## src/verilog/sysctl_pkg.sv

```systemverilog
// bus widths, request opcodes and reset-control constants, imported by every system-control block
`default_nettype none

package sysctl_pkg;

	// peripheral interconnect word size
	localparam int DATA_W = 32;

	// word address, the byte lane bits are not carried
	localparam int ADDR_W = 30;

	// request kind carried next to the strobe
	typedef enum logic [0:0] {
		OP_READ  = 1'b0,
		OP_WRITE = 1'b1
	} req_op_e;

	// width of the external reset countdown
	localparam int RST_CNTR_W = 6;

	// bit1 and bit1+bit0 of the control word pick the reset action
	// 11 cold reset, 10 warm reset, 01 power-off, 00 no action
	localparam int RSTCTL_BIT0 = 0;
	localparam int RSTCTL_BIT1 = 1;

endpackage

`default_nettype wire

```

## src/verilog/soc_map_pkg.sv

```systemverilog
// slave address map and device table contents, imported by the decoder, lookup and responder
`default_nettype none

package soc_map_pkg;

	// slave index order on the interconnect, the last entry catches stray addresses
	typedef enum logic [3:0] {
		SLV_SDCARD,
		SLV_DEVTBL,
		SLV_GPIO,
		SLV_DMA,
		SLV_INTCTRL,
		SLV_UART,
		SLV_RAM,
		SLV_RAMCTRL,
		SLV_BOOTLDR,
		SLV_INVALID
	} slave_e;

	localparam int SLAVE_COUNT = 10;

	typedef logic [sysctl_pkg::ADDR_W-1:0] map_word_t;

	// map sizes in words
	localparam map_word_t MAPSZ [SLAVE_COUNT] = '{
		30'd64,
		30'd64,
		30'd16,
		30'd16,
		30'd16,
		30'd16,
		30'h8000000,
		30'h1000,
		30'h400,
		30'h400
	};

	// slaves sit back to back starting at address 0
	function automatic map_word_t map_base(input int idx);
		map_word_t sum;
		sum = '0;
		for (int i = 0; i < idx; i++) begin
			sum = sum + MAPSZ[i];
		end
		return sum;
	endfunction

	localparam map_word_t BASE [SLAVE_COUNT] = '{
		map_base(0), map_base(1), map_base(2), map_base(3), map_base(4),
		map_base(5), map_base(6), map_base(7), map_base(8), map_base(9)
	};

	localparam logic [sysctl_pkg::DATA_W-1:0] DEV_ID [SLAVE_COUNT] = '{
		32'd4, 32'd7, 32'd6, 32'd2, 32'd3, 32'd5, 32'd1, 32'd0, 32'd0, 32'd0
	};

	// set for slaves wired to the interrupt controller
	localparam logic USEINTR [SLAVE_COUNT] = '{
		1'b1, 1'b0, 1'b1, 1'b1, 1'b0, 1'b1, 1'b0, 1'b0, 1'b0, 1'b0
	};

	// control word, then an id and a map size word per slave
	localparam int DEVTBL_WORDS = 1 + 2 * SLAVE_COUNT;

endpackage

`default_nettype wire

```

## src/verilog/addr_decoder.sv

```systemverilog
// first pipeline stage, finds the addressed slave and the word offset within it for each request
`timescale 1ns/1ps
`default_nettype none

module addr_decoder (
	input  wire                             clk100mhz_i,
	input  wire                             rst_p,
	input  wire                             req_stb_i,
	input  wire sysctl_pkg::req_op_e        req_op_i,
	input  wire [sysctl_pkg::ADDR_W-1:0]    req_addr_i,
	input  wire [sysctl_pkg::DATA_W-1:0]    req_data_i,
	output logic                            dec_stb_o,
	output sysctl_pkg::req_op_e             dec_op_o,
	output soc_map_pkg::slave_e             dec_slave_o,
	output logic [sysctl_pkg::ADDR_W-1:0]   dec_offset_o,
	output logic [sysctl_pkg::DATA_W-1:0]   dec_data_o
);
	import sysctl_pkg::*;
	import soc_map_pkg::*;

	logic [SLAVE_COUNT-2:0] hit;
	slave_e                 slave_sel;

	// one base and limit check per real slave, all in parallel
	always_comb begin
		for (int i = 0; i < SLAVE_COUNT - 1; i++) begin
			hit[i] = (req_addr_i >= BASE[i]) && (req_addr_i < BASE[i] + MAPSZ[i]);
		end
	end

	// ranges never overlap so at most one hit is set
	always_comb begin
		slave_sel = SLV_INVALID;
		for (int i = 0; i < SLAVE_COUNT - 1; i++) begin
			if (hit[i]) begin
				slave_sel = slave_e'(i);
			end
		end
	end

	always_ff @(posedge clk100mhz_i) begin
		if (rst_p) begin
			dec_stb_o <= 1'b0;
		end else begin
			dec_stb_o <= req_stb_i;
		end
	end

	// beyond the map the offset is taken from the invalid device base
	always_ff @(posedge clk100mhz_i) begin
		dec_op_o     <= req_op_i;
		dec_slave_o  <= slave_sel;
		dec_offset_o <= req_addr_i - BASE[slave_sel];
		dec_data_o   <= req_data_i;
	end

endmodule

`default_nettype wire

```

## src/verilog/devtbl_lookup.sv

```systemverilog
// device table read port, registers the table word picked by the low request address bits
`timescale 1ns/1ps
`default_nettype none

module devtbl_lookup (
	input  wire                           clk100mhz_i,
	input  wire [sysctl_pkg::ADDR_W-1:0]  req_addr_i,
	input  wire                           pwroff_i,
	output logic [sysctl_pkg::DATA_W-1:0] tbl_word_o
);
	import sysctl_pkg::*;
	import soc_map_pkg::*;

	logic [4:0]        tbl_idx;
	logic [4:0]        entry_off;
	logic [3:0]        slv_idx;
	logic [DATA_W-1:0] tbl_word;

	// devtbl base is 64 aligned so the low address bits are the table offset
	assign tbl_idx = req_addr_i[4:0];

	// past the control word, entries come in pairs of id then map size
	assign entry_off = tbl_idx - 5'd1;
	assign slv_idx   = entry_off[4:1];

	always_comb begin
		tbl_word = '0;
		if (tbl_idx == 5'd0) begin
			tbl_word[RSTCTL_BIT0] = pwroff_i;
		end else if (tbl_idx < 5'(DEVTBL_WORDS)) begin
			if (!entry_off[0]) begin
				tbl_word = DEV_ID[slv_idx];
			end else begin
				// interrupt flag on top, bit 30 stays clear
				tbl_word = {USEINTR[slv_idx], 1'b0, MAPSZ[slv_idx]};
			end
		end
	end

	// no strobe needed, the responder only looks here on a devtbl hit
	always_ff @(posedge clk100mhz_i) begin
		tbl_word_o <= tbl_word;
	end

endmodule

`default_nettype wire

```

## src/verilog/sysctl_responder.sv

```systemverilog
// second pipeline stage, builds the response and runs the reset countdown and power-off control
`timescale 1ns/1ps
`default_nettype none

module sysctl_responder (
	input  wire                           clk100mhz_i,
	input  wire                           rst_p,
	input  wire                           dec_stb_i,
	input  wire sysctl_pkg::req_op_e      dec_op_i,
	input  wire soc_map_pkg::slave_e      dec_slave_i,
	input  wire [sysctl_pkg::ADDR_W-1:0]  dec_offset_i,
	input  wire [sysctl_pkg::DATA_W-1:0]  dec_data_i,
	input  wire [sysctl_pkg::DATA_W-1:0]  tbl_word_i,
	output logic                          resp_stb_o,
	output logic [sysctl_pkg::DATA_W-1:0] resp_data_o,
	output soc_map_pkg::slave_e           resp_slave_o,
	output logic                          resp_err_o,
	output logic                          sys_rst_o,
	output logic                          pwroff_o
);
	import sysctl_pkg::*;
	import soc_map_pkg::*;

	typedef enum logic [1:0] {
		RUN,
		COUNTDOWN,
		OFF
	} rst_state_e;

	rst_state_e            state;
	logic [RST_CNTR_W-1:0] rst_cntr;
	logic                  tbl_hit;
	logic                  ctl_wr;
	logic                  cold_rst;
	logic                  warm_rst;
	logic                  pwr_off;

	// offsets past the table read zero even where the low bits alias
	assign tbl_hit = (dec_slave_i == SLV_DEVTBL) && (dec_offset_i < ADDR_W'(DEVTBL_WORDS));

	// only a write to devtbl offset 0 reaches the reset control
	assign ctl_wr = dec_stb_i && (dec_op_i == OP_WRITE) && (dec_slave_i == SLV_DEVTBL)
		&& (dec_offset_i == '0);
	assign cold_rst = ctl_wr && dec_data_i[RSTCTL_BIT1] && dec_data_i[RSTCTL_BIT0];
	assign warm_rst = ctl_wr && dec_data_i[RSTCTL_BIT1] && !dec_data_i[RSTCTL_BIT0];
	assign pwr_off  = ctl_wr && !dec_data_i[RSTCTL_BIT1] && dec_data_i[RSTCTL_BIT0];

	always_ff @(posedge clk100mhz_i) begin
		if (rst_p) begin
			resp_stb_o <= 1'b0;
		end else begin
			resp_stb_o <= dec_stb_i;
		end
	end

	// writes and non-table slaves answer with zero
	always_ff @(posedge clk100mhz_i) begin
		resp_slave_o <= dec_slave_i;
		resp_err_o   <= (dec_slave_i == SLV_INVALID);
		if ((dec_op_i == OP_READ) && tbl_hit) begin
			resp_data_o <= tbl_word_i;
		end else begin
			resp_data_o <= '0;
		end
	end

	always_ff @(posedge clk100mhz_i) begin
		if (rst_p) begin
			state    <= COUNTDOWN;
			rst_cntr <= '1;
		end else begin
			if (cold_rst || warm_rst) begin
				rst_cntr <= '1;
			end else if (rst_cntr != '0) begin
				rst_cntr <= rst_cntr - 1'b1;
			end
			case (state)
				RUN: begin
					if (pwr_off) begin
						state <= OFF;
					end else if (cold_rst || warm_rst) begin
						state <= COUNTDOWN;
					end
				end
				COUNTDOWN: begin
					if (pwr_off) begin
						state <= OFF;
					end else if (!cold_rst && !warm_rst && (rst_cntr <= RST_CNTR_W'(1))) begin
						state <= RUN;
					end
				end
				// a warm reset keeps the board off, only a cold one wakes it
				OFF: begin
					if (cold_rst) begin
						state <= COUNTDOWN;
					end
				end
				default: state <= COUNTDOWN;
			endcase
		end
	end

	// RUN is only held with the counter at zero and no power-off
	assign sys_rst_o = (state != RUN);
	assign pwroff_o  = (state == OFF);

endmodule

`default_nettype wire

```

## src/verilog/sysctl_top.sv

```systemverilog
// system-control top level, answers interconnect requests two cycles later and drives system reset
`timescale 1ns/1ps
`default_nettype none

module sysctl_top (
	input  wire                           clk100mhz_i,
	input  wire                           rst_p,
	input  wire                           req_stb_i,
	input  wire sysctl_pkg::req_op_e      req_op_i,
	input  wire [sysctl_pkg::ADDR_W-1:0]  req_addr_i,
	input  wire [sysctl_pkg::DATA_W-1:0]  req_data_i,
	output logic                          resp_stb_o,
	output logic [sysctl_pkg::DATA_W-1:0] resp_data_o,
	output soc_map_pkg::slave_e           resp_slave_o,
	output logic                          resp_err_o,
	output logic                          sys_rst_o,
	output logic                          pwroff_o
);
	import sysctl_pkg::*;
	import soc_map_pkg::*;

	logic              dec_stb;
	req_op_e           dec_op;
	slave_e            dec_slave;
	logic [ADDR_W-1:0] dec_offset;
	logic [DATA_W-1:0] dec_data;
	logic [DATA_W-1:0] tbl_word;

	addr_decoder u_addr_decoder (
		.clk100mhz_i  (clk100mhz_i),
		.rst_p        (rst_p),
		.req_stb_i    (req_stb_i),
		.req_op_i     (req_op_i),
		.req_addr_i   (req_addr_i),
		.req_data_i   (req_data_i),
		.dec_stb_o    (dec_stb),
		.dec_op_o     (dec_op),
		.dec_slave_o  (dec_slave),
		.dec_offset_o (dec_offset),
		.dec_data_o   (dec_data)
	);

	// table word lands in the same cycle as the decode result
	devtbl_lookup u_devtbl_lookup (
		.clk100mhz_i (clk100mhz_i),
		.req_addr_i  (req_addr_i),
		.pwroff_i    (pwroff_o),
		.tbl_word_o  (tbl_word)
	);

	sysctl_responder u_sysctl_responder (
		.clk100mhz_i  (clk100mhz_i),
		.rst_p        (rst_p),
		.dec_stb_i    (dec_stb),
		.dec_op_i     (dec_op),
		.dec_slave_i  (dec_slave),
		.dec_offset_i (dec_offset),
		.dec_data_i   (dec_data),
		.tbl_word_i   (tbl_word),
		.resp_stb_o   (resp_stb_o),
		.resp_data_o  (resp_data_o),
		.resp_slave_o (resp_slave_o),
		.resp_err_o   (resp_err_o),
		.sys_rst_o    (sys_rst_o),
		.pwroff_o     (pwroff_o)
	);

endmodule

`default_nettype wire

```

## config.mk

```make
export PLATFORM = sky130hd
export DESIGN_NAME = sysctl_top
export DESIGN_NICKNAME = d
export VERILOG_FILES = /design/src/verilog/sysctl_pkg.sv /design/src/verilog/soc_map_pkg.sv /design/src/verilog/addr_decoder.sv /design/src/verilog/devtbl_lookup.sv /design/src/verilog/sysctl_responder.sv /design/src/verilog/sysctl_top.sv
export SDC_FILE = /design/constraint.sdc
export NUM_CORES = 1
export LEC_CHECK = 0
export BUFFER_PORTS_ARGS = -buffer_cell sky130_fd_sc_hd__buf_4
export CAP_MARGIN = 10
export CORE_AREA = 3 3 82 84
export CTS_BUF_LIST = sky130_fd_sc_hd__clkbuf_16
export CTS_CLUSTER_DIAMETER = 200
export DETAILED_ROUTE_END_ITERATION = 8
export DIE_AREA = 0 0 85 87
export PLACE_DENSITY = 0.9
export SLEW_MARGIN = 20
export SYNTH_ARGS = -nofsm -noshare
export SYNTH_HDL_FRONTEND = slang
export SYNTH_SLANG_ARGS = --single-unit
```

## constraint.sdc

```tcl
create_clock -name clk100mhz_i -period 5.3 [get_ports clk100mhz_i]
set_input_delay 0.53 -clock clk100mhz_i [delete_from_list [all_inputs] [get_ports clk100mhz_i]]
set_output_delay 0.53 -clock clk100mhz_i [all_outputs]
set_load 0.005 [all_outputs]
```

==> metrics.yaml <==
critical_path:
  rr_worst_depth: 4
  cp_top_family: "simple AND/OR/NAND/NOR gates"
  crit_type: "in2reg"
  reg2reg_slack_ps: 3220
  cp-end-kind: "flip-flop"
  r2r_end: "u_sysctl_responder.resp_data_o[0]"
  arrival_ps: 4180
  worstPathMaxFanout: 8
  crit_chain: "buf_4, or4_4, nor4_4, nand4_1, nor3_1, ha_1, inv_1, fa_1, a21o_1, a21oi_1, o21ai_0, mux2i_1, a2111oi_2"
  critPathSlowestCell: "or4_4"
  crit_buf_inv: 2
  reg2reg_from: "u_addr_decoder.dec_slave_o[0]"
  cpPeakStageDelay_ps: 580
  critPathLaunchType: "input pin"
  cp.required_ps: 5520
final_layout:
  diodes: 0
  stdcell_count: 478
  fin_nets: 476
  drive_gt1_share_pct: 22.6
  fillCellCount: 489
  final_common_cell: "dfxtp_1"
  final_cell_mix: "dfxtp_1, buf_4, nor2_1"
  areaGrowthSynthToFinish_pct: 19.9
worst_hold_path:
  hold_class: "in2reg"
  hold_end: "u_addr_decoder.dec_data_o[1]"
  hold-path-cell-count: 1
  hold_start: "req_data_i[1]"
global_route:
  grt_max_degree: 13
  grt_usage_pct: 18.0
  antenna_found_initial: 0
  grt_pass1_wl_um: 10600
  grt-ovfl-total: 0
  grt_pass1_vias: 2447
pwr:
  power_frac_comb_pct: 10.9
  p_seq_share_pct: 46.4
  power_density_nw_per_um2: 314
  p_clk_share_pct: 42.7
  irDropWorstVdd_v: 0.000269
  p_leak_uw: 0.00161
  swShare_pct: 24.2
  power.internal_uw: 929
  p_switching_uw: 296
synthesis:
  synthesis.area_per_instance_um2: 9.54
  syn-cell-area_um2: 3250
  synth_edf_count: 0
  ys_seq_area_share_pct: 43.1
  ys_warn_count: 0
  yosys_most_used_dff: "dfxtp_1"
  synth.distinct_cells: 61
  ys_ff_latch: 70
  synth_cells: 341
  async_reset_ff_share_pct: 0
place:
  dp.cells: 462
  dpl.hpwl_um: 4960
  gp_congestion: 0.847
  portBuffers: 52
clock_tree:
  cts_resized: 0
  cts_hold_buf: 0
  cts-root-buf: "clkbuf_16"
  clockBufferDepth: 2
  numCtsBuffers: 9
  clk_pin_slew_worst_paths_ps: 50
  clock_latency_ps: 330
  cts_tree: "done"
  clock_sinks: 70
  cts_setup_buffers: 0
  ctsHtreeMaxLevel: 3
timing:
  hold_viol: 0
  tns_ps: 0
  tightest_slew_ps: 753
  setup_viol: 0
  rsz0062_at_grt: "no"
  fin_crit_sh_pct: 74.7
  min_period_ps: 3960
  timing.fmax_ghz: 0.252
  fin_skew_ps: 3.91
  finalMaxSlewViolations: 0
  maxSlewHeadroom_pct: 49.7
status:
  status: "finished clean"
drt:
  wire_per_inst_um: 13.9
  antenna_left: 0
  finalWirelength_um: 6630
  drt-pass1-iter-count: 4
  drc: 0
  vias: 2591
  drt_iter0_drc: 58
  viasPerCell: 5.42
die:
  io_pins: 106
  core_area_um2: 5990
  die_h_um: 87
  fp.dieArea_um2: 7400
  start_util_pct: 54.3
  die_x_um: 85
  placement_rows: 28
run:
  maxCapViolations: 0
## flip-flops by register name, indices dropped and copies added, names as in the netlist
| signal | count |
|---|---|
| u_devtbl_lookup.tbl_word_o | 9 |
| u_sysctl_responder.resp_err_o | 1 |
| u_sysctl_responder.resp_stb_o | 1 |
| u_sysctl_responder.rst_cntr | 6 |
| u_addr_decoder.dec_slave_o | 4 |
| u_addr_decoder.dec_stb_o | 1 |
| u_sysctl_responder.resp_slave_o | 4 |
| u_sysctl_responder.resp_data_o | 9 |
| u_addr_decoder.dec_offset_o | 30 |
| u_addr_decoder.dec_data_o | 2 |
| u_addr_decoder.dec_op_o | 1 |
| u_sysctl_responder.state | 2 |
## power groups by stage
stage               clock network, uW  registers [uW]  logic (uW)
global placement                    0             578         127
CTS                               536             569         132
finish                            523             569         133
detailed placement                  0             579         131
floorplan                           0             576        92.3
global route                      555             572         148
## synth_stat cells, types with 2 or more instances
cell type	instances	area, um2
dfxtp_1	70	1400
nor2_1	28	105
buf_4	23	173
nand2_1	19	71.3
o21ai_0	15	75.1
inv_1	14	52.6
xor2_1	14	123
xnor2_1	13	114
a21oi_1	11	55.1
and2_1	11	68.8
ha_1	11	138
nor4_1	11	68.8
nor3_1	9	45.0
or2_2	8	50.1
nor2b_1	6	37.5
nand4_1	5	31.3
or4_1	5	37.5
a31oi_1	4	25.0
clkbuf_1	4	15.0
o31ai_1	4	30.0
and3_1	3	18.8
nand3_1	3	15.0
o21a_1	3	22.5
or4_4	3	33.8
a2111oi_0	2	17.5
a211oi_1	2	15.0
a21boi_0	2	15.0
mux2_2	2	22.5
nand4b_1	2	17.5
nor4_4	2	42.5
nor4b_1	2	17.5
## metrics by stage
stage	power [uW]	setup slack [ps]	instance area [um2]	util [%]	hold WS, ps
floorplan	669	1630	3330	-	323
global placement	705	1040	3630	60.5	341
detailed placement	710	1000	3630	60.5	340
CTS	1240	1340	3890	65.0	293
global route	1270	1070	3900	65.1	295
finish	1220	1340	3900	65.1	308
## how the worst max path moves through the flow
stage                         startpoint                         endpoint  cells after the start
after floorplan           req_addr_i[16]  u_addr_decoder.dec_offset_o[28]                     12
after global placement    req_addr_i[16]  u_addr_decoder.dec_offset_o[28]                     13
after detailed placement  req_addr_i[16]  u_addr_decoder.dec_offset_o[28]                     13
after CTS                 req_addr_i[16]  u_addr_decoder.dec_offset_o[28]                     13
after global routing      req_addr_i[16]  u_addr_decoder.dec_offset_o[28]                     13
final                     req_addr_i[16]  u_addr_decoder.dec_offset_o[28]                     13
## logic make-up (layout without fill, tap and decap cells)
family / after synthesis / after routing / share of synthesized area, %
and+or+nand+nor: 125 / 125 / 22.3
DFF: 70 / 70 / 43.1
AOI/OAI and AO/OA: 61 / 61 / 13.9
buffers and inverters: 42 / 82 / 7.54
xor gates and xnor gates: 27 / 27 / 7.27
adders and majority gates: 12 / 12 / 4.85
muxes: 3 / 3 / 1.00
other: 1 / 23 / 0.115
## per-layer routing
metal,global-route usage (%),vias up,part of all wire [%]
met5,0,-,0
li1,-,1282,-
met4,10.5,0,2.8
met2,31.4,92,50
met1,19.5,1198,40
met3,4.82,19,6.9
## final cells by class
cell class / instances / area (um2) / area share [%]
Clock inverter: 7 / 41.3 / 1.06
Inverter: 14 / 52.6 / 1.35
Multi-Input combinational cell: 251 / 1690 / 43.4
Tap cell: 75 / 93.8 / 2.41
Timing Repair Buffer: 52 / 390 / 10.0
Clock buffer: 9 / 225 / 5.78
Sequential cell: 70 / 1400 / 36.0
No activity file was read; power rests on OpenSTA's default activity.
